==> config.mk <==
export PLATFORM = sky130hd
export DESIGN_NAME = cluster_peripherals
export DESIGN_NICKNAME = d
export VERILOG_FILES = /design/src/hw/cluster_periph_pkg.sv /design/src/hw/periph_bus_demux.sv /design/src/hw/cluster_ctrl_unit.sv /design/src/hw/cluster_timer.sv /design/src/hw/event_unit.sv /design/src/hw/cluster_peripherals.sv
export SDC_FILE = /design/constraint.sdc
export NUM_CORES = 1
export LEC_CHECK = 0
export ABC_AREA = 1
export BUFFER_PORTS_ARGS = -buffer_cell sky130_fd_sc_hd__buf_2
export CORE_AREA = 2 2 177 179
export DETAILED_ROUTE_END_ITERATION = 8
export DIE_AREA = 0 0 179 181
export PLACE_DENSITY_LB_ADDON = 0.15
export SLEW_MARGIN = 20
export SYNTH_ARGS = -nofsm -noshare
export SYNTH_HDL_FRONTEND = slang
export SYNTH_SLANG_ARGS = --single-unit
==> constraint.sdc <==
create_clock -name clk_i -period 3.6 [get_ports clk_i]
set_clock_uncertainty 0.15 [all_clocks]
set_input_delay 0.54 -clock clk_i [delete_from_list [all_inputs] [get_ports clk_i]]
set_output_delay 0.54 -clock clk_i [all_outputs]
set_load 0.01 [all_outputs]
==> src/hw/cluster_periph_pkg.sv <==
/*
 * cluster peripheral definitions
 * bus widths, address map, register word indices and event bit positions
 * shared by the peripheral demux and the three peripheral units
 */
package cluster_periph_pkg;

  // peripheral bus
  typedef logic [31:0] addr_t;
  typedef logic [31:0] data_t;

  // address fields
  localparam int unsigned UNIT_SEL_LSB = 10;
  localparam int unsigned REG_IDX_LSB  = 2;

  typedef logic [1:0] unit_sel_t;
  typedef logic [5:0] reg_idx_t;

  localparam unit_sel_t UNIT_CTRL  = 2'd0;
  localparam unit_sel_t UNIT_TIMER = 2'd1;
  localparam unit_sel_t UNIT_EU    = 2'd2;

  // control unit words
  localparam reg_idx_t CTRL_EOC       = 6'd0;
  localparam reg_idx_t CTRL_FETCH_EN  = 6'd2;
  localparam reg_idx_t CTRL_BOOT_BASE = 6'd16;

  // timer words, bit 0 of cfg enables counting
  localparam reg_idx_t TMR_CFG = 6'd0;
  localparam reg_idx_t TMR_CNT = 6'd1;
  localparam reg_idx_t TMR_CMP = 6'd2;

  // event unit words
  localparam reg_idx_t EU_MASK_BASE = 6'd0;
  localparam reg_idx_t EU_BUF_BASE  = 6'd8;
  localparam reg_idx_t EU_SW_EVT    = 6'd16;
  localparam reg_idx_t EU_SOC_EVT   = 6'd17;

  // per-core event lines
  typedef logic [3:0] evt_vec_t;

  localparam int unsigned EVT_TIMER = 0;
  localparam int unsigned EVT_DMA   = 1;
  localparam int unsigned EVT_SOC   = 2;
  localparam int unsigned EVT_SW    = 3;

  typedef logic [4:0] irq_id_t;

  localparam irq_id_t IRQ_ID_BASE    = 5'd16;
  localparam data_t   UNMAPPED_RDATA = 32'h0;

endpackage

==> src/hw/periph_bus_demux.sv <==
/*
 * peripheral bus demux
 * decodes the unit select from the address, strobes one unit request
 * and returns the selected unit's read data one cycle later
 */
`timescale 1ns/1ps

module periph_bus_demux (
  input  logic                      clk_i,
  input  logic                      arst_n_i,

  input  logic                      periph_req_i,
  input  cluster_periph_pkg::addr_t periph_add_i,
  output logic                      periph_gnt_o,
  output logic                      periph_r_valid_o,
  output cluster_periph_pkg::data_t periph_r_rdata_o,

  output logic                      ctrl_req_o,
  output logic                      tmr_req_o,
  output logic                      eu_req_o,
  input  cluster_periph_pkg::data_t ctrl_rdata_i,
  input  cluster_periph_pkg::data_t tmr_rdata_i,
  input  cluster_periph_pkg::data_t eu_rdata_i
);
  import cluster_periph_pkg::*;

  unit_sel_t sel;
  unit_sel_t sel_q;
  logic      valid_q;

  assign sel = periph_add_i[UNIT_SEL_LSB +: $bits(unit_sel_t)];

  // single requester, every request is taken at once
  assign periph_gnt_o = periph_req_i;

  assign ctrl_req_o = periph_req_i && (sel == UNIT_CTRL);
  assign tmr_req_o  = periph_req_i && (sel == UNIT_TIMER);
  assign eu_req_o   = periph_req_i && (sel == UNIT_EU);

  always_ff @(posedge clk_i or negedge arst_n_i) begin
    if (!arst_n_i) begin
      valid_q <= 1'b0;
      sel_q   <= UNIT_CTRL;
    end else begin
      valid_q <= periph_req_i;
      if (periph_req_i) begin
        sel_q <= sel;
      end
    end
  end

  assign periph_r_valid_o = valid_q;

  // response mux follows the select captured with the request
  always_comb begin
    periph_r_rdata_o = '0;
    if (valid_q) begin
      case (sel_q)
        UNIT_CTRL:  periph_r_rdata_o = ctrl_rdata_i;
        UNIT_TIMER: periph_r_rdata_o = tmr_rdata_i;
        UNIT_EU:    periph_r_rdata_o = eu_rdata_i;
        default:    periph_r_rdata_o = UNMAPPED_RDATA;
      endcase
    end
  end

  // the unit decode needs a defined address with every request
  a_req_addr_known: assert property (
    @(posedge clk_i) disable iff (!arst_n_i)
    periph_req_i |-> !$isunknown(periph_add_i)
  );

endmodule

==> src/hw/cluster_ctrl_unit.sv <==
/*
 * cluster control unit
 * end-of-computation flag, per-core fetch enable and boot addresses
 */
`timescale 1ns/1ps

module cluster_ctrl_unit #(
  parameter int unsigned               NB_CORES      = 4,
  parameter cluster_periph_pkg::addr_t BOOT_ADDR     = 32'h1C00_0000,
  parameter cluster_periph_pkg::addr_t ROM_BOOT_ADDR = 32'h1A00_0000
) (
  input  logic                                     clk_i,
  input  logic                                     arst_n_i,

  input  logic                                     req_i,
  input  logic                                     wen_i,
  input  cluster_periph_pkg::reg_idx_t             idx_i,
  input  cluster_periph_pkg::data_t                wdata_i,
  output cluster_periph_pkg::data_t                rdata_o,

  input  logic                                     en_sa_boot_i,
  input  logic                                     fetch_en_i,
  output logic                                     eoc_o,
  output logic [NB_CORES-1:0]                      fetch_enable_o,
  output cluster_periph_pkg::addr_t [NB_CORES-1:0] boot_addr_o
);
  import cluster_periph_pkg::*;

  logic                 wr;
  logic                 eoc_q;
  logic [NB_CORES-1:0]  fetch_en_q;
  addr_t [NB_CORES-1:0] boot_addr_q;
  data_t                rd_data;
  data_t                rdata_q;

  assign wr = req_i && !wen_i;

  always_ff @(posedge clk_i or negedge arst_n_i) begin
    if (!arst_n_i) begin
      eoc_q       <= 1'b0;
      fetch_en_q  <= '0;
      boot_addr_q <= {NB_CORES{BOOT_ADDR}};
    end else if (wr) begin
      if (idx_i == CTRL_EOC) begin
        eoc_q <= wdata_i[0];
      end
      if (idx_i == CTRL_FETCH_EN) begin
        fetch_en_q <= wdata_i[NB_CORES-1:0];
      end
      for (int i = 0; i < NB_CORES; i++) begin
        if (idx_i == reg_idx_t'(CTRL_BOOT_BASE + i)) begin
          boot_addr_q[i] <= wdata_i;
        end
      end
    end
  end

  always_comb begin
    rd_data = '0;
    if (idx_i == CTRL_EOC) begin
      rd_data = data_t'(eoc_q);
    end
    if (idx_i == CTRL_FETCH_EN) begin
      rd_data = data_t'(fetch_en_q);
    end
    for (int i = 0; i < NB_CORES; i++) begin
      if (idx_i == reg_idx_t'(CTRL_BOOT_BASE + i)) begin
        rd_data = boot_addr_q[i];
      end
    end
  end

  // writes answer with zero data
  always_ff @(posedge clk_i) begin
    if (req_i) begin
      rdata_q <= wen_i ? rd_data : '0;
    end
  end

  assign rdata_o = rdata_q;
  assign eoc_o   = eoc_q;

  // external fetch enable starts every core
  assign fetch_enable_o = fetch_en_q | {NB_CORES{fetch_en_i}};

  // standalone boot points all cores at the ROM, registers stay untouched
  always_comb begin
    for (int i = 0; i < NB_CORES; i++) begin
      boot_addr_o[i] = en_sa_boot_i ? ROM_BOOT_ADDR : boot_addr_q[i];
    end
  end

endmodule

==> src/hw/cluster_timer.sv <==
/*
 * cluster timer
 * counts rising edges of the slow reference clock and pulses an
 * interrupt when the count hits the compare value
 */
`timescale 1ns/1ps

module cluster_timer (
  input  logic                         clk_i,
  input  logic                         arst_n_i,
  input  logic                         ref_clk_i,

  input  logic                         req_i,
  input  logic                         wen_i,
  input  cluster_periph_pkg::reg_idx_t idx_i,
  input  cluster_periph_pkg::data_t    wdata_i,
  output cluster_periph_pkg::data_t    rdata_o,

  output logic                         irq_o,
  output logic                         busy_o
);
  import cluster_periph_pkg::*;

  logic [1:0] ref_sync_q;
  logic       ref_prev_q;
  logic       tick;
  logic       wr;
  logic       en_q;
  data_t      cnt_q;
  data_t      cmp_q;
  logic       irq_q;
  data_t      rd_data;
  data_t      rdata_q;

  // two-flop synchronizer, then rising edge detect
  assign tick = ref_sync_q[1] && !ref_prev_q;
  assign wr   = req_i && !wen_i;

  always_ff @(posedge clk_i or negedge arst_n_i) begin
    if (!arst_n_i) begin
      ref_sync_q <= '0;
      ref_prev_q <= 1'b0;
      en_q       <= 1'b0;
      cnt_q      <= '0;
      cmp_q      <= '0;
      irq_q      <= 1'b0;
    end else begin
      ref_sync_q <= {ref_sync_q[0], ref_clk_i};
      ref_prev_q <= ref_sync_q[1];
      irq_q      <= en_q && tick && (cnt_q == cmp_q);

      if (wr && idx_i == TMR_CFG) begin
        en_q <= wdata_i[0];
      end
      if (wr && idx_i == TMR_CMP) begin
        cmp_q <= wdata_i;
      end

      // a bus load of the count wins over a tick
      if (wr && idx_i == TMR_CNT) begin
        cnt_q <= wdata_i;
      end else if (en_q && tick) begin
        cnt_q <= (cnt_q == cmp_q) ? '0 : cnt_q + 1'b1;
      end
    end
  end

  always_comb begin
    case (idx_i)
      TMR_CFG: rd_data = data_t'(en_q);
      TMR_CNT: rd_data = cnt_q;
      TMR_CMP: rd_data = cmp_q;
      default: rd_data = '0;
    endcase
  end

  always_ff @(posedge clk_i) begin
    if (req_i) begin
      rdata_q <= wen_i ? rd_data : '0;
    end
  end

  assign rdata_o = rdata_q;
  assign irq_o   = irq_q;
  assign busy_o  = en_q;

  // the synchronizer must never sample an undefined reference clock
  a_ref_clk_known: assert property (
    @(posedge clk_i) disable iff (!arst_n_i)
    !$isunknown(ref_clk_i)
  );

endmodule

==> src/hw/event_unit.sv <==
/*
 * event unit
 * buffers timer, DMA, SoC and software events per core, masks them
 * and raises interrupt requests cleared by an acknowledge
 */
`timescale 1ns/1ps

module event_unit #(
  parameter int unsigned NB_CORES   = 4,
  parameter int unsigned EVNT_WIDTH = 8
) (
  input  logic                                       clk_i,
  input  logic                                       arst_n_i,

  input  logic                                       req_i,
  input  logic                                       wen_i,
  input  cluster_periph_pkg::reg_idx_t               idx_i,
  input  cluster_periph_pkg::data_t                  wdata_i,
  output cluster_periph_pkg::data_t                  rdata_o,

  input  logic                                       timer_evt_i,
  input  logic [NB_CORES-1:0]                        dma_events_i,

  input  logic                                       soc_periph_evt_valid_i,
  output logic                                       soc_periph_evt_ready_o,
  input  logic [EVNT_WIDTH-1:0]                      soc_periph_evt_data_i,

  output logic [NB_CORES-1:0]                        irq_req_o,
  output cluster_periph_pkg::irq_id_t [NB_CORES-1:0] irq_id_o,
  input  logic [NB_CORES-1:0]                        irq_ack_i,
  input  cluster_periph_pkg::irq_id_t [NB_CORES-1:0] irq_ack_id_i
);
  import cluster_periph_pkg::*;

  logic                    wr;
  logic                    soc_rd;
  logic                    soc_accept;
  logic                    soc_full_q;
  logic [EVNT_WIDTH-1:0]   soc_data_q;
  evt_vec_t [NB_CORES-1:0] buf_q;
  evt_vec_t [NB_CORES-1:0] mask_q;
  evt_vec_t [NB_CORES-1:0] evt_set;
  evt_vec_t [NB_CORES-1:0] evt_clr;
  evt_vec_t [NB_CORES-1:0] pending;
  data_t                   rd_data;
  data_t                   rdata_q;

  assign wr         = req_i && !wen_i;
  assign soc_rd     = req_i && wen_i && (idx_i == EU_SOC_EVT);
  assign soc_accept = soc_periph_evt_valid_i && soc_periph_evt_ready_o;

  // single-entry SoC event register, held until software reads it
  assign soc_periph_evt_ready_o = !soc_full_q;

  always_ff @(posedge clk_i or negedge arst_n_i) begin
    if (!arst_n_i) begin
      soc_full_q <= 1'b0;
    end else if (soc_accept) begin
      soc_full_q <= 1'b1;
    end else if (soc_rd) begin
      soc_full_q <= 1'b0;
    end
  end

  always_ff @(posedge clk_i) begin
    if (soc_accept) begin
      soc_data_q <= soc_periph_evt_data_i;
    end
  end

  // timer and SoC events go to every core, DMA and sw events per core
  always_comb begin
    for (int i = 0; i < NB_CORES; i++) begin
      evt_set[i]            = '0;
      evt_set[i][EVT_TIMER] = timer_evt_i;
      evt_set[i][EVT_DMA]   = dma_events_i[i];
      evt_set[i][EVT_SOC]   = soc_accept;
      evt_set[i][EVT_SW]    = wr && (idx_i == EU_SW_EVT) && wdata_i[i];

      evt_clr[i] = '0;
      if (wr && idx_i == reg_idx_t'(EU_BUF_BASE + i)) begin
        evt_clr[i] = wdata_i[$bits(evt_vec_t)-1:0];
      end
      for (int b = 0; b < $bits(evt_vec_t); b++) begin
        if (irq_ack_i[i] && irq_ack_id_i[i] == irq_id_t'(IRQ_ID_BASE + b)) begin
          evt_clr[i][b] = 1'b1;
        end
      end
    end
  end

  always_ff @(posedge clk_i or negedge arst_n_i) begin
    if (!arst_n_i) begin
      buf_q  <= '0;
      mask_q <= '0;
    end else begin
      for (int i = 0; i < NB_CORES; i++) begin
        // a new event wins over a clear in the same cycle
        buf_q[i] <= (buf_q[i] & ~evt_clr[i]) | evt_set[i];
        if (wr && idx_i == reg_idx_t'(EU_MASK_BASE + i)) begin
          mask_q[i] <= wdata_i[$bits(evt_vec_t)-1:0];
        end
      end
    end
  end

  // lowest pending bit has priority
  always_comb begin
    for (int i = 0; i < NB_CORES; i++) begin
      pending[i]   = buf_q[i] & mask_q[i];
      irq_req_o[i] = |pending[i];
      irq_id_o[i]  = IRQ_ID_BASE;
      for (int b = $bits(evt_vec_t) - 1; b >= 0; b--) begin
        if (pending[i][b]) begin
          irq_id_o[i] = irq_id_t'(IRQ_ID_BASE + b);
        end
      end
    end
  end

  always_comb begin
    rd_data = '0;
    if (idx_i == EU_SOC_EVT) begin
      rd_data = data_t'(soc_data_q);
    end
    for (int i = 0; i < NB_CORES; i++) begin
      if (idx_i == reg_idx_t'(EU_MASK_BASE + i)) begin
        rd_data = data_t'(mask_q[i]);
      end
      if (idx_i == reg_idx_t'(EU_BUF_BASE + i)) begin
        rd_data = data_t'(buf_q[i]);
      end
    end
  end

  always_ff @(posedge clk_i) begin
    if (req_i) begin
      rdata_q <= wen_i ? rd_data : '0;
    end
  end

  assign rdata_o = rdata_q;

  for (genvar i = 0; i < NB_CORES; i++) begin : g_ack_check
    a_ack_with_req: assert property (
      @(posedge clk_i) disable iff (!arst_n_i)
      irq_ack_i[i] |-> irq_req_o[i]
    );
  end

endmodule

==> src/hw/cluster_peripherals.sv <==
/*
 * cluster peripherals
 * decodes the peripheral bus onto the control unit, the timer and
 * the event unit, and routes the timer interrupt into the event unit
 */
`timescale 1ns/1ps

module cluster_peripherals #(
  parameter int unsigned               NB_CORES      = 4,
  parameter int unsigned               EVNT_WIDTH    = 8,
  parameter cluster_periph_pkg::addr_t BOOT_ADDR     = 32'h1C00_0000,
  parameter cluster_periph_pkg::addr_t ROM_BOOT_ADDR = 32'h1A00_0000
) (
  input  logic                                       clk_i,
  input  logic                                       arst_n_i,
  input  logic                                       ref_clk_i,

  // peripheral bus, wen high is a read
  input  logic                                       periph_req_i,
  input  cluster_periph_pkg::addr_t                  periph_add_i,
  input  logic                                       periph_wen_i,
  input  cluster_periph_pkg::data_t                  periph_wdata_i,
  output logic                                       periph_gnt_o,
  output logic                                       periph_r_valid_o,
  output cluster_periph_pkg::data_t                  periph_r_rdata_o,

  input  logic                                       en_sa_boot_i,
  input  logic                                       fetch_en_i,
  output logic                                       eoc_o,
  output logic [NB_CORES-1:0]                        fetch_enable_o,
  output cluster_periph_pkg::addr_t [NB_CORES-1:0]   boot_addr_o,
  output logic                                       busy_o,

  input  logic [NB_CORES-1:0]                        dma_events_i,
  input  logic                                       soc_periph_evt_valid_i,
  output logic                                       soc_periph_evt_ready_o,
  input  logic [EVNT_WIDTH-1:0]                      soc_periph_evt_data_i,

  output logic [NB_CORES-1:0]                        irq_req_o,
  output cluster_periph_pkg::irq_id_t [NB_CORES-1:0] irq_id_o,
  input  logic [NB_CORES-1:0]                        irq_ack_i,
  input  cluster_periph_pkg::irq_id_t [NB_CORES-1:0] irq_ack_id_i
);
  import cluster_periph_pkg::*;

  reg_idx_t idx;
  logic     ctrl_req;
  logic     tmr_req;
  logic     eu_req;
  data_t    ctrl_rdata;
  data_t    tmr_rdata;
  data_t    eu_rdata;
  logic     timer_irq;

  // word index within the selected unit
  assign idx = periph_add_i[REG_IDX_LSB +: $bits(reg_idx_t)];

  periph_bus_demux u_periph_bus_demux (
    .clk_i            ( clk_i            ),
    .arst_n_i         ( arst_n_i         ),
    .periph_req_i     ( periph_req_i     ),
    .periph_add_i     ( periph_add_i     ),
    .periph_gnt_o     ( periph_gnt_o     ),
    .periph_r_valid_o ( periph_r_valid_o ),
    .periph_r_rdata_o ( periph_r_rdata_o ),
    .ctrl_req_o       ( ctrl_req         ),
    .tmr_req_o        ( tmr_req          ),
    .eu_req_o         ( eu_req           ),
    .ctrl_rdata_i     ( ctrl_rdata       ),
    .tmr_rdata_i      ( tmr_rdata        ),
    .eu_rdata_i       ( eu_rdata         )
  );

  cluster_ctrl_unit #(
    .NB_CORES      ( NB_CORES      ),
    .BOOT_ADDR     ( BOOT_ADDR     ),
    .ROM_BOOT_ADDR ( ROM_BOOT_ADDR )
  ) u_cluster_ctrl_unit (
    .clk_i          ( clk_i          ),
    .arst_n_i       ( arst_n_i       ),
    .req_i          ( ctrl_req       ),
    .wen_i          ( periph_wen_i   ),
    .idx_i          ( idx            ),
    .wdata_i        ( periph_wdata_i ),
    .rdata_o        ( ctrl_rdata     ),
    .en_sa_boot_i   ( en_sa_boot_i   ),
    .fetch_en_i     ( fetch_en_i     ),
    .eoc_o          ( eoc_o          ),
    .fetch_enable_o ( fetch_enable_o ),
    .boot_addr_o    ( boot_addr_o    )
  );

  cluster_timer u_cluster_timer (
    .clk_i     ( clk_i          ),
    .arst_n_i  ( arst_n_i       ),
    .ref_clk_i ( ref_clk_i      ),
    .req_i     ( tmr_req        ),
    .wen_i     ( periph_wen_i   ),
    .idx_i     ( idx            ),
    .wdata_i   ( periph_wdata_i ),
    .rdata_o   ( tmr_rdata      ),
    .irq_o     ( timer_irq      ),
    .busy_o    ( busy_o         )
  );

  event_unit #(
    .NB_CORES   ( NB_CORES   ),
    .EVNT_WIDTH ( EVNT_WIDTH )
  ) u_event_unit (
    .clk_i                  ( clk_i                  ),
    .arst_n_i               ( arst_n_i               ),
    .req_i                  ( eu_req                 ),
    .wen_i                  ( periph_wen_i           ),
    .idx_i                  ( idx                    ),
    .wdata_i                ( periph_wdata_i         ),
    .rdata_o                ( eu_rdata               ),
    .timer_evt_i            ( timer_irq              ),
    .dma_events_i           ( dma_events_i           ),
    .soc_periph_evt_valid_i ( soc_periph_evt_valid_i ),
    .soc_periph_evt_ready_o ( soc_periph_evt_ready_o ),
    .soc_periph_evt_data_i  ( soc_periph_evt_data_i  ),
    .irq_req_o              ( irq_req_o              ),
    .irq_id_o               ( irq_id_o               ),
    .irq_ack_i              ( irq_ack_i              ),
    .irq_ack_id_i           ( irq_ack_id_i           )
  );

endmodule

==> results by stage, run 1 <==
Run status:
- The run finished with clean final reports.

Timing:
- The post-route clock period utilization is 82.3%.
- Setup repair after global routing left no endpoint under its margin.
- The transition time at the pin with the least slew margin is 986 ps.
- Subtracting the final worst setup slack from the clock period gives 2960 ps.
- The count of endpoints failing setup in the final report is 0.
- The number of max-slew violations in the final report came to 0.
- Adding up every negative setup slack in the final design gives 0 ps.
- The worst-case headroom to the max-slew limit is 34.2%.
- The total count of hold-check failures in the final report is 0.
- For this run, the top clock speed supported by timing is 338 MHz.

Yosys:
- During synthesis, Yosys emitted a total of 0 warnings.
- In the synthesized netlist the async set-or-reset flop fraction comes to between 70% and 80%.
- Synthesis instantiated 38 different standard cells from the library.
- The netlist area before placement is 16600 um^2.
- The number of enable flip-flop cells after synthesis is 80.
- The most used flip-flop cell after synthesis is dfrtp_1.
- The number of standard cells after synthesis is 2185.
- The flip-flop and latch count after synthesis is about 320.
- In this run the mean area of a mapped cell was 7.61 um^2.
- After synthesis, flip-flops and latches occupy 50.4% of the total area.

Clock network:
- The number of sinks driven by the clock tree is around 320.
- Counting the buffers created by CTS gives 35.
- Clock latency on the worst-skew pair, taken at its later pin, is ~520 ps.
- The cell at the root of the clock tree is clkbuf_16.
- The maximum root-to-sink buffer count is 3.
- The clock tree from TritonCTS is yes.
- After clock tree synthesis, the repair step resized 0 gates.
- Once the clock tree was built, the setup fixing pass inserted 0 buffers.
- After clock tree synthesis, the clock-pin slew on the worst setup and hold paths is roughly 70 ps.
- The clock tree synthesis step divided the H-tree into 2 levels.
- The hold buffer count at CTS is 2.

GRT:
- The first global-routing pass estimated 80100 um of wire.
- The number of global-route vias before repair was between 10000 and 15000.
- For this run, the total global-route usage over all layers was measured as 31.7%.
- The number of antenna violations at the first check in global routing is 1.
- Entering global routing, the biggest net connects 76 pins.
- The overall overflow remaining after global route is 0.

Die:
- The full die area is around 32000 um^2.
- The initial standard-cell utilization of the core is a little over half.
- The site row count is 64.
- The die is 181 um tall.
- In this run the standard cell core region covers 30300 um^2.
- The number of primary I/O pins is 301.
- The chip width is ~180 um.

Routing:
- In this run, the number of DRC markers left after iteration 0 of detailed routing was 1780.
- The first-pass iteration count of the detailed router is 5.
- Using the TritonRoute via totals, the vias-per-cell ratio works out to 5.54.
- Detailed routing inserted a total of 15600 vias.
- In this run the remaining antenna-violating nets after routing total 0.
- For this block, the routed nets add up to between 50000 and 60000 um of wire.
- The DRC violation count after routing is 0.
- The post-detailed-route wirelength per cell is 18.1 um.

Final layout:
- Counting the fill cells in the layout gives 2778.
- The relative area change from synthesis to final layout is 16.7%.
- In the final layout, the multi-input gates occupy 6570 um^2.
- At the end of the flow, the number of nets in the layout was ~2500.
- Registers take 8370 um^2.
- Once layout is complete, the cells apart from fillers number 2824.
- In the final layout, the share of cells above drive strength 1 is 15.9%.
- The number of diodes added for antenna fixing is 0.
- After routing the design area is 19400 um^2.

Placed design:
- Port buffering added 264 buffers.
- Routability-driven placement finished with a final weighted congestion of 0.907.
- Counting tap cells, the placed design contains a total of 2759 instances.
- The cell area after placement is 18200 um^2.
- Detailed placement finished with a half-perimeter wire length of 35800 um.

Critical path:
- The category of cells accounting for the largest share of critical-path delay is buffers and inverters.
- The critical path goes through buf_4, inv_1, a21oi_1, buf_2.
- The worst setup slack for register-to-register paths is ~1200 ps.
- The maximum fanout along the worst path is 24.
- Data on the critical path is required at its endpoint by 2910 ps.
- Together, buffers and inverters on the worst path number 3.
- In this design, the stage delay of the slowest critical-path cell is 720 ps.
- The largest individual stage delay along the critical path comes from the cell inv_1.
- STA classifies the critical path startpoint as a flip-flop.
- The sort of element at the end of the critical path is an output pin.
- The worst setup path category is reg2out.
- The arrival time reported for the critical path endpoint is around 2300 ps.

Pwr:
- Of the total power, the share spent switching nets is 25.9%.
- The proportion of power drawn by flip-flops and latches is 46.6%.
- In this run the power spent charging and discharging nets is 2.18 mW.
- The proportion of power drawn by combinational gates is 9.8%.
- Overall power consumption after layout is estimated at 8.43 mW.
- IR analysis of the VDD net gives a maximum drop of about 0.38 mV.
- Internal power comes to 6.25 mW.
- The analysis attributes to cell leakage a power of 9.13 nW.
- The total power divided by cell area is about 430 nW/um^2.
- The proportion of power drawn by the clock network is between 40% and 50%.

Run:
- Across the run, the number of max-cap violations was 0.

Min path:
- The classification of the worst-slack hold path is in2reg.
==> cell usage in the layout, fill, tap and decap left out, types with 2 or more instances in the layout <==
cell / n
nand2_1: 605
inv_1: 305
buf_2: 262
dfrtp_1: 226
nor2_1: 221
o21ai_0: 212
a21oi_1: 124
edfxtp_1: 80
o22ai_1: 60
nand3_1: 57
nand4_1: 45
clkbuf_16: 37
buf_4: 28
xnor2_1: 22
xor2_1: 15
conb_1: 12
dfstp_2: 12
clkinv_1: 10
or2_2: 7
clkbuf_1: 7
nor3_1: 6
o21ai_1: 6
clkinv_2: 6
nor2_2: 5
nand2_2: 5
nand3b_1: 5
o21bai_1: 5
a21boi_0: 4
clkbuf_8: 4
or3_1: 3
a31o_2: 3
o221ai_1: 3
a31oi_1: 3
bufinv_16: 3
nor2_4: 2
o31ai_1: 2
nor3_2: 2
inv_2: 2
dlygate4sd3_1: 2
buf_12: 2
==> state kept, by name, indices dropped and copies added, names as in the netlist, 2 cells and up <==
| register | count |
|---|---|
| u_event_unit.rdata_o | 8 |
| u_cluster_ctrl_unit.boot_addr_q | 128 |
| u_event_unit.buf_q | 16 |
| u_cluster_timer.rdata_o | 32 |
| u_event_unit.soc_data_q | 8 |
| u_cluster_timer.cnt_q | 32 |
| u_cluster_ctrl_unit.fetch_en_q | 4 |
| u_cluster_timer.cmp_q | 32 |
| u_cluster_ctrl_unit.rdata_o | 32 |
| u_cluster_timer.ref_sync_q | 2 |
| u_event_unit.mask_q | 16 |
| u_periph_bus_demux.sel_q | 2 |
==> layer usage <==
layer	part of all wire (%)	vias to the layer above	GRT usage, %
met1	44	7457	47.6
met3	9.4	66	5.13
met2	45	765	48.9
met4	1.5	0	6.28
li1	-	7359	-
met5	0	-	0
==> logic make-up after synthesis <==
| group | Yosys count | synth area share, % |
|---|---|---|
| AND/OR/NAND/NOR | 966 | 23.6 |
| buffers and inverters | 439 | 10.4 |
| adder cells (fa/ha/maj) | 1 | 0.0753 |
| flip-flops | 318 | 50.4 |
| AO/OA/AOI/OAI | 422 | 13.5 |
| other | 2 | 0.0452 |
| XOR/XNOR | 37 | 1.95 |
==> path summary, 6_finish.rpt <==
path | to | cells after the start | from
max in group asynchronous | u_cluster_ctrl_unit.boot_addr_q[59]$_DFFE_PN1P_ | 3 | arst_n_i
hold reg to reg | u_cluster_timer.ref_sync_q[1]$_DFF_PN0_ | 0 | u_cluster_timer.ref_sync_q[0]$_DFF_PN0_
setup reg to reg | u_cluster_timer.cnt_q[1]$_DFFE_PN0P_ | 11 | u_cluster_timer.cnt_q[0]$_DFFE_PN0P_
min in group asynchronous | u_cluster_ctrl_unit.boot_addr_q[65]$_DFFE_PN0P_ | 2 | arst_n_i
hold / removal | u_event_unit.soc_data_q[7]$_DFFE_PP_ | 1 | soc_periph_evt_data_i[7]
setup / recovery | periph_r_rdata_o[10] | 4 | u_periph_bus_demux.periph_r_valid_o$_DFF_PN0_
==> cell type report <==
class | count | area share [%]
multi-input cells | 1438 | 33.9
flip-flops and latches | 318 | 43.2
repair buffers | 295 | 8.23
clock inverters | 15 | 0.865
well taps | 396 | 2.56
clock buffers | 48 | 5.19
inverters | 314 | 6.08
==> cell usage after synthesis, types with 4 or more instances <==
| library cell | instances | area share, % |
|---|---|---|
| nand2_1 | 605 | 14 |
| inv_1 | 305 | 6.9 |
| dfrtp_1 | 226 | 34 |
| nor2_1 | 225 | 5.1 |
| o21ai_0 | 212 | 6.4 |
| a21oi_1 | 124 | 3.7 |
| clkbuf_1 | 89 | 2.0 |
| edfxtp_1 | 80 | 14 |
| o22ai_1 | 60 | 2.3 |
| nand3_1 | 57 | 1.7 |
| nand4_1 | 45 | 1.7 |
| xnor2_1 | 22 | 1.2 |
| buf_4 | 18 | 0.81 |
| buf_2 | 15 | 0.45 |
| xor2_1 | 15 | 0.79 |
| dfstp_2 | 12 | 1.9 |
| clkinv_1 | 7 | 0.16 |
| nor3_1 | 7 | 0.21 |
| or2_2 | 7 | 0.26 |
| o21ai_1 | 6 | 0.18 |
| nand2_2 | 5 | 0.19 |
| nand3b_1 | 5 | 0.23 |
| o21bai_1 | 5 | 0.23 |
| a21boi_0 | 4 | 0.18 |
==> through the flow <==
step / worst slack [ps] / hold WS (ps) / utilization [%]
detailed placement: 947 / 209 / 60.0
CTS: 645 / 27.2 / 63.9
global placement: 956 / 183 / 60.0
finish: 637 / 40.2 / 63.9
global route: 605 / 26.8 / 63.9
floorplan: 169 / 94.4 / -
==> power by group through the flow <==
stage / clock network (mW) / registers (mW) / logic (mW)
after floorplan: 0 / 3.95 / 0.476
after global placement: 0 / 3.99 / 0.801
after detailed placement: 0 / 3.99 / 0.813
after CTS: 3.71 / 3.93 / 0.820
after global routing: 3.87 / 3.94 / 0.923
final: 3.67 / 3.93 / 0.825
Note: power is estimated with default switching activity, not from simulation.
==> run 2, diff against run 1 <==
CORE_AREA = 2 2 184 186   (was 2 2 177 179)
DIE_AREA = 0 0 186 188   (was 0 0 179 181)
clock period = 2.48 ns   (was 3.6 ns; I/O delays follow)
==> run 2 against run 1 <==
Net effect:
- global-route usage down 2.5 points
- critical path depth rose by 1
- largest cell class unchanged
- critical path type unchanged
- sequential power is 45% higher
- register-to-register slack worse by 830 ps
==> results by stage, run 2 (synthesized netlist as in run 1, its figures left out) <==
Run status:
- Result of the run: complete, no violations (unchanged).

Placed design:
- The final weighted congestion in routability-driven placement is 0.924 (was 0.907).
- The total of buffers placed on input and output ports was 264 (unchanged).
- The worst-case setup slack after placement is 202 ps (was 947 ps).
- The half-perimeter wire length after placement came to 36100 um (was 35800 um).

Min path:
- The hold path startpoint is irq_ack_id_i[16] (was soc_periph_evt_data_i[7]).
- The classification of the worst-slack hold path is in2reg (unchanged).
- The capture endpoint of the worst hold path is u_event_unit.buf_q[12]$_DFF_PN0_ (was u_event_unit.soc_data_q[7]$_DFFE_PP_).
- The number of stages on the worst hold path is 3 (was 1).

Final layout:
- The layout cell share with drive strength beyond 1 is 16.6% (was 15.9%).
- The most flop-heavy register is u_cluster_ctrl_unit.boot_addr_q (unchanged).
- The most common library cell in the layout ignoring fill and taps is nand2_1 (unchanged).
- The register area is 8370 um^2 (unchanged).
- The number of diodes added for antenna fixing came to 0 (unchanged).
- The relative area change from synthesis to final layout is 19.8% (was 16.7%).
- The number of flip-flops under the largest register name is 128 (unchanged).
- The number of filler instances in the final layout is 3017 (was 2778).
- The final layout net count is 2541 (was 2511).
- The multi-input combinational cell area is 6610 um^2 (was 6570 um^2).
- Most frequent cells in the layout: 604 x nand2_1, 305 x inv_1, 262 x buf_2, 226 x dfrtp_1, 220 x nor2_1 (was 605 x nand2_1, 305 x inv_1, 262 x buf_2, 226 x dfrtp_1, 221 x nor2_1).

Pwr:
- The leakage power summed over all cells is 9.32 nW (was 9.13 nW).
- The largest voltage drop on the vdd net was 0.508 mV (was 0.382 mV).
- The overall power is 12.3 mW (was 8.43 mW).
- The total power divided by cell area is 617 nW/um^2 (was 435 nW/um^2).

Clock network:
- The clock tree from TritonCTS was yes (unchanged).
- The number of sinks driven by the clock tree is 318 (unchanged).
- The number of buffers inserted by post-CTS setup repair was 0 (unchanged).
- The maximum root-to-sink buffer count is 3 (unchanged).
- The number of buffers created by CTS is 35 (unchanged).
- The cell at the root of the clock tree is clkbuf_16 (unchanged).
- The number of H-tree levels was 2 (unchanged).
- The worst-skew pair later-pin latency is 520 ps (about the same).
- The clock-pin slew reported for the worst setup and hold paths after clock tree synthesis is 60 ps (was 70 ps).

Timing:
- The worst-case headroom to the max-slew limit was 47.5% (was 34.2%).
- The total count of hold-check failures in the final report came to 0 (unchanged).
- The transition time at the pin with the least slew margin is 787 ps (was 986 ps).
- The count of endpoints failing setup in the final report is 0 (unchanged).
- The number of max-slew violations in the final report is 0 (unchanged).
- The highest clock rate is 409 MHz.
- The final-layout setup total negative slack is 0 ps (unchanged).
- The final worst slack is 37.8 ps (was 637 ps).
- Setup repair after global routing missed its margin: no (unchanged).
- The minimum clock period after layout is between 2000 and 2500 ps.
- In the finished design, the share of the clock period the worst path needs comes to 98.5%.

GRT:
- The number of antenna violations at the first check in global routing was 1 (unchanged).
- The highest-utilization routing layer at the global route stage was met2 (unchanged).
- The number of global-route vias before repair is 14400 (was 14500).
- The met2 usage in global routing came to 44.5% (was 48.9%).
- The combined global-route utilization of all metal layers is 29.3% (was 31.7%).
- The overall overflow remaining after global route was 0 (unchanged).
- The wire length of the first global-routing pass is 79200 um (was 80100 um).
- The largest net degree at the start of global routing is 73 (was 76).
- The met3 capacity usage during global routing was 5.69% (was 5.13%).
- The met1 usage in global routing is 43.4% (was 47.6%).

Routing:
- The detail-routed via count per cell is 5.34 (was 5.54).
- The routed via count came to 15500 (was 15600).
- The total wirelength of the detailed-routed design is 51200 um (about the same).
- The number of nets with antenna violations after routing is 0 (unchanged).
- The first-pass iteration count of the detailed router came to 6 (was 5).
- The DRC violation count after routing came to 0 (unchanged).
- The post-detailed-route wirelength per cell is 17.6 um (was 18.1 um).
- The number of violations reported at the end of detailed-routing iteration 0 is 1576 (was 1780).

Critical path:
- The kind of start point of the critical path is a flip-flop (unchanged).
- The maximum fanout along the worst path is 32 (was 24).
- The slowest cell on the critical path is dfrtp_1 (was inv_1).
- The data required time of the critical path is 1960 ps (was 2910 ps).
- Critical path, cell by cell: nor2_2, buf_12, nand2_1, a21oi_1, buf_2 (was buf_4, inv_1, a21oi_1, buf_2).
- The worst setup path category is reg2out (unchanged).
- The arrival time reported for the critical path endpoint is 1920 ps (was 2270 ps).
- The source of the worst register-to-register timing path is u_cluster_timer.cnt_q[0]$_DFFE_PN0P_ (unchanged).
- The delay of the slowest critical-path stage is 430 ps (was 720 ps).
- The sort of element at the end of the critical path is an output pin (unchanged).
- The count of cells along the worst register-to-register path is 8 (was 11).
- The worst setup slack for register-to-register paths is 390 ps (was 1220 ps).
- The critical register-to-register path endpoint is u_cluster_timer.cnt_q[16]$_DFFE_PN0P_ (was u_cluster_timer.cnt_q[1]$_DFFE_PN0P_).

Die:
- The core footprint is 33100 um^2 (was 30300 um^2).
- The initial standard-cell utilization of the core is 50.2% (was 54.8%).
- The die boundary height is 188 um (was 181 um).
- The full die area is 35000 um^2 (was 32400 um^2).
- The chip width was 186 um (was 179 um).
- The number of primary I/O pins is 301 (unchanged).
- The site row count is 67 (was 64).

Run:
- The number of maximum-capacitance violations is 0 (unchanged).
==> run 2: cell types whose count changed in the layout (fill, tap and decap cells not counted), moves of 2 or more <==
cell and change:
a21oi_2 +6, clkinv_1 -2, buf_4 +5, buf_12 +11
clkinv_2 -4, dlygate4sd3_1 +13, clkbuf_1 +7, a21oi_1 -6
==> run 2: power breakdown <==
| part | switching, mW | internal [mW] |
|---|---|---|
| sequential | 0.151 | 5.55 |
| clock | 2.09 | 3.22 |
| combinational | 0.866 | 0.410 |
==> run 2: metal layers <==
metal | up-vias | share of wire (%)
met3 | 65 | 9.0
met4 | 0 | 1.7
met1 | 7351 | 44
met2 | 663 | 45
met5 | - | 0
li1 | 7436 | -
==> run 2: layout make-up <==
cell class                      count  area share, %
Clock buffer                       56           5.26
Timing Repair Buffer              325           10.1
Sequential cell                   318           42.1
Multi-Input combinational cell   1438           33.2
Clock inverter                      8          0.647
Tap cell                          448           2.82
Inverter                          314           5.92
==> run 2: repair_timing <==
item / in CTS / in global routing
hold endpoints to repair: 67 / 0
hold buffers: 15 / 0
resized for setup: 0 / 8
setup endpoints to repair: 0 / 12
==> run 2: stage by stage <==
step	hold WS, ps	instance area [um^2]	std cells	utilization (%)
floorplan	-73.6	16700	2195	-
global placement	185	18500	2827	56.0
detailed placement	211	18500	2827	56.0
CTS	15.6	19900	2906	60.0
global route	45.9	19900	2907	60.1
finish	28.4	19900	2907	60.1
==> run 2: worst max-delay path by stage <==
stage,depth (start not counted),endpoint,start
CTS,6,periph_r_rdata_o[25],u_periph_bus_demux.sel_q[0]$_DFFE_PN0P_
detailed placement,9,u_cluster_ctrl_unit.boot_addr_q[63]$_DFFE_PN0P_,periph_add_i[5]
global route,5,periph_r_rdata_o[11],u_periph_bus_demux.sel_q[1]$_DFFE_PN0P_
finish,5,periph_r_rdata_o[11],u_periph_bus_demux.sel_q[1]$_DFFE_PN0P_
floorplan,2,u_cluster_timer.rdata_o[0]$_SDFFCE_PN0P_,periph_add_i[10]
global placement,9,u_cluster_timer.rdata_o[3]$_SDFFCE_PN0P_,periph_add_i[5]
==> run 2: critical path, delay by kind of cell (launching register included) <==
kind	cells	cell delay, ps
AOI/OAI and AO/OA	1	270
buffers and inverters	2	400
DFF	1	430
and+or+nand+nor	2	280
==> run 3, diff against run 2 <==
CAP_MARGIN = 20   (was unset)
CORE_AREA = 2 2 181 183   (was 2 2 184 186)
CTS_BUF_LIST = sky130_fd_sc_hd__clkbuf_8   (was unset)
DIE_AREA = 0 0 183 185   (was 0 0 186 188)
==> run 3 against run 2 <==
Net effect:
- the run now ends with negative setup slack left
- final cell count is 0.52% higher
- maximum frequency is 1.7% lower
- setup slack worse by 43 ps
- global-route usage is 1.1 points higher
- sequential share of layout area is 1.1 points lower
- clock power is 14% lower
- utilization is 3.7 points higher
- flip-flop and latch count stayed put
- first-iteration DRC count is 1.6% higher
- power is 4.7% lower
- register-to-register slack better by 100 ps
- worst hold slack better by 5.8 ps
- largest power group unchanged
==> results by stage, run 3 (synthesized netlist as in run 1, its figures left out) <==
Run status:
- Result of the run: finished with violations (was complete, no violations).
- The final reports fail on negative setup slack.

Pwr:
- The proportion of power drawn by the clock network was 39.0% (was 43.2%).
- The largest voltage drop on the vdd net is 0.457 mV (was 0.508 mV).
- The internal power contribution was 8.51 mW (was 9.18 mW).
- The net switching fraction of the power came to 27.3% (was 25.3%).
- The proportion of power drawn by flip-flops and latches was 48.7% (was 46.4%).
- The proportion of power drawn by combinational gates is 12.3% (was 10.4%).
- The leakage power summed over all cells is 9.65 nW (was 9.32 nW).
- The overall power is 11.7 mW (was 12.3 mW).
- The total power divided by cell area came to 573 nW/um^2 (was 617 nW/um^2).
- The reported net switching power is 3.20 mW (was 3.11 mW).

Critical path:
- The slowest cell on the critical path is dfrtp_1 (unchanged).
- The data required time of the critical path is 1960 ps (about the same).
- Critical path, cell by cell: inv_2, nor2_4, buf_12, clkbuf_16, nand2_2, a21oi_4, buf_6 (was nor2_2, buf_12, nand2_1, a21oi_1, buf_2).
- The arrival time reported for the critical path endpoint was 1960 ps (was 1920 ps).
- The delay of the slowest critical-path stage is 390 ps (was 430 ps).
- The sort of element at the end of the critical path is an output pin (unchanged).
- The kind of start point of the critical path is a flip-flop (unchanged).
- The maximum fanout along the worst path is 7 (was 32).
- The worst setup path category is reg2out (unchanged).

Die:
- The die boundary height is 185 um (was 188 um).
- The core footprint is 32000 um^2 (was 33100 um^2).
- The initial standard-cell utilization of the core came to 51.9% (was 50.2%).
- The chip width is 183 um (was 186 um).
- The full die area is 33900 um^2 (was 35000 um^2).
- The number of primary I/O pins is 301 (unchanged).
- The site row count came to 66 (was 67).

Clock network:
- The worst-skew pair later-pin latency was 590 ps (was 520 ps).
- The cell at the root of the clock tree is clkbuf_8 (was clkbuf_16).
- The number of sinks driven by the clock tree was 318 (unchanged).
- The number of buffers created by CTS came to 52 (was 35).
- The clock-pin slew reported for the worst setup and hold paths after clock tree synthesis was 60 ps (about the same).
- The number of H-tree levels is 2 (unchanged).
- The maximum root-to-sink buffer count was 3 (unchanged).
- The clock tree from TritonCTS is yes (unchanged).

Timing:
- The highest clock rate is 402 MHz (was 409 MHz).
- The worst-case headroom to the max-slew limit is 46.4% (was 47.5%).
- Setup repair after global routing missed its margin: yes (was no).
- The transition time at the pin with the least slew margin is 804 ps (was 787 ps).
- The count of endpoints failing setup in the final report is 1 (was 0).
- The number of max-slew violations in the final report is 0 (unchanged).
- The post-route clock period utilization is 100% (was 98.5%).
- The total count of hold-check failures in the final report is 0 (unchanged).
- The minimum clock period after layout came to 2480 ps (was 2440 ps).
- The final worst slack was -4.75 ps (was 37.8 ps).

Routing:
- The routed via count is 15900 (was 15500).
- The post-detailed-route wirelength per cell was 18.0 um (was 17.6 um).
- The first-pass iteration count of the detailed router is 6 (unchanged).
- The total wirelength of the detailed-routed design came to 52500 um (was 51200 um).
- The number of nets with antenna violations after routing is 0 (unchanged).
- The DRC violation count after routing is 0 (unchanged).
- The number of violations reported at the end of detailed-routing iteration 0 is 1601 (was 1576).
- The detail-routed via count per cell came to 5.46 (was 5.34).

Final layout:
- The final layout net count is 2580 (was 2541).
- The final core area utilization is 63.8% (was 60.1%).
- The most flop-heavy register is u_cluster_ctrl_unit.boot_addr_q (unchanged).
- Most frequent cells in the layout: 565 x nand2_1, 328 x inv_1, 251 x buf_2, 224 x dfrtp_1, 220 x nor2_1 (was 604 x nand2_1, 305 x inv_1, 262 x buf_2, 226 x dfrtp_1, 220 x nor2_1).
- The post-layout instance count excluding filler cells is 2922 (was 2907).
- The number of flip-flops under the largest register name is 128 (unchanged).
- The number of diodes added for antenna fixing is 0 (unchanged).
- The layout cell share with drive strength beyond 1 is 20.2% (was 16.6%).
- The relative area change from synthesis to final layout is 23.0% (was 19.8%).
- The most common library cell in the layout ignoring fill and taps is nand2_1 (unchanged).

GRT:
- The wire length of the first global-routing pass is 80200 um (was 79200 um).
- The combined global-route utilization of all metal layers was 30.4% (was 29.3%).
- The largest net degree at the start of global routing is 73 (unchanged).
- The number of antenna violations at the first check in global routing is 0 (was 1).
- The overall overflow remaining after global route is 0 (unchanged).
- The number of global-route vias before repair is 14700 (was 14400).

Min path:
- The classification of the worst-slack hold path is in2reg (unchanged).

Placed design:
- The half-perimeter wire length after placement is 36300 um (was 36100 um).
- The final weighted congestion in routability-driven placement came to 0.932 (was 0.924).
- The total of buffers placed on input and output ports came to 264 (unchanged).
- The total placed cells including tap cells is 2783 (was 2827).

Run:
- The number of maximum-capacitance violations is 0 (unchanged).
run 3: cell count changes in the layout (fill, tap and decap cells not counted), sizes merged:
| cell | delta |
|---|---|
| clkbuf | +12 |
| clkinv | -3 |
| clkinvlp | +2 |
| buf | +7 |
| bufinv | -2 |
| dlygate4sd3 | +12 |
| inv | +27 |
run 3: final timing paths:
kind | start | end | slack (ps) | cells past startpoint
setup / recovery | u_periph_bus_demux.sel_q[0]$_DFFE_PN0P_ | periph_r_rdata_o[9] | -5 | 7
hold / removal | periph_wdata_i[13] | u_cluster_ctrl_unit.boot_addr_q[109]$_DFFE_PN0P_ | 30 | 3
setup reg to reg | u_cluster_timer.cnt_q[0]$_DFFE_PN0P_ | u_cluster_timer.cnt_q[16]$_DFFE_PN0P_ | 490 | 8
hold reg to reg | u_cluster_timer.ref_sync_q[0]$_DFF_PN0_ | u_cluster_timer.ref_sync_q[1]$_DFF_PN0_ | 200 | 0
max in group asynchronous | arst_n_i | u_cluster_timer.cnt_q[21]$_DFFE_PN0P_ | 1350 | 3
min in group asynchronous | arst_n_i | u_cluster_ctrl_unit.boot_addr_q[66]$_DFFE_PN0P_ | 110 | 2
run 3: metal layers:
metal	vias to the layer above	track usage (%)	part of all wire (%)
met1	7605	43.9	43
met2	733	47.3	46
met5	-	0	0
met4	0	8.19	2.2
met3	87	5.64	9.2
li1	7520	-	-
run 3: repair_timing:
| item | in CTS | in global routing |
|---|---|---|
| hold buffers | 27 | 0 |
| buffers inserted | 3 | 6 |
| endpoints found under the setup margin | 32 | 28 |
| pin swaps | 0 | 23 |
| endpoints found under the hold margin | 254 | 0 |
| cloned | 0 | 6 |
| resized for setup | 10 | 101 |
run 3: per-stage QoR:
step	hold WS (ps)	TNS [ps]	setup WS, ps	area, um^2
2_1_floorplan	-73.6	0	97.2	16700
3_3_place_gp	120	0	307	18500
3_5_place_dp	116	0	262	18500
4_1_cts	4.01	0	6.32	19900
5_1_grt	48.4	-1370	-76.7	20400
6_report	34.2	-4.75	-4.75	20400
run 3: worst max-delay path, delay by kind of cell (launching register included):
| kind | cells | cell delay [ps] |
|---|---|---|
| buffers and inverters | 4 | 520 |
| flip-flops | 1 | 390 |
| AND/OR/NAND/NOR | 2 | 250 |
| AO/OA/AOI/OAI | 1 | 200 |
run 3: area by class of cell:
| type | instances | area (um^2) |
|---|---|---|
| fill | 2862 | 11600 |
| sequential | 318 | 8380 |
| multi-input combinational | 1438 | 6910 |
| timing repair buffer | 347 | 2410 |
| inverter | 314 | 1180 |
| clock buffer | 65 | 895 |
| tap | 408 | 510 |
| clock inverter | 32 | 156 |
run 3: power by group through the flow:
stage	registers, mW	logic (mW)	clock network, mW
after floorplan	5.74	0.692	0
after global placement	5.79	1.21	0
after detailed placement	5.80	1.23	0
after CTS	5.70	1.27	4.61
after global routing	5.73	1.58	4.87
final	5.71	1.44	4.57
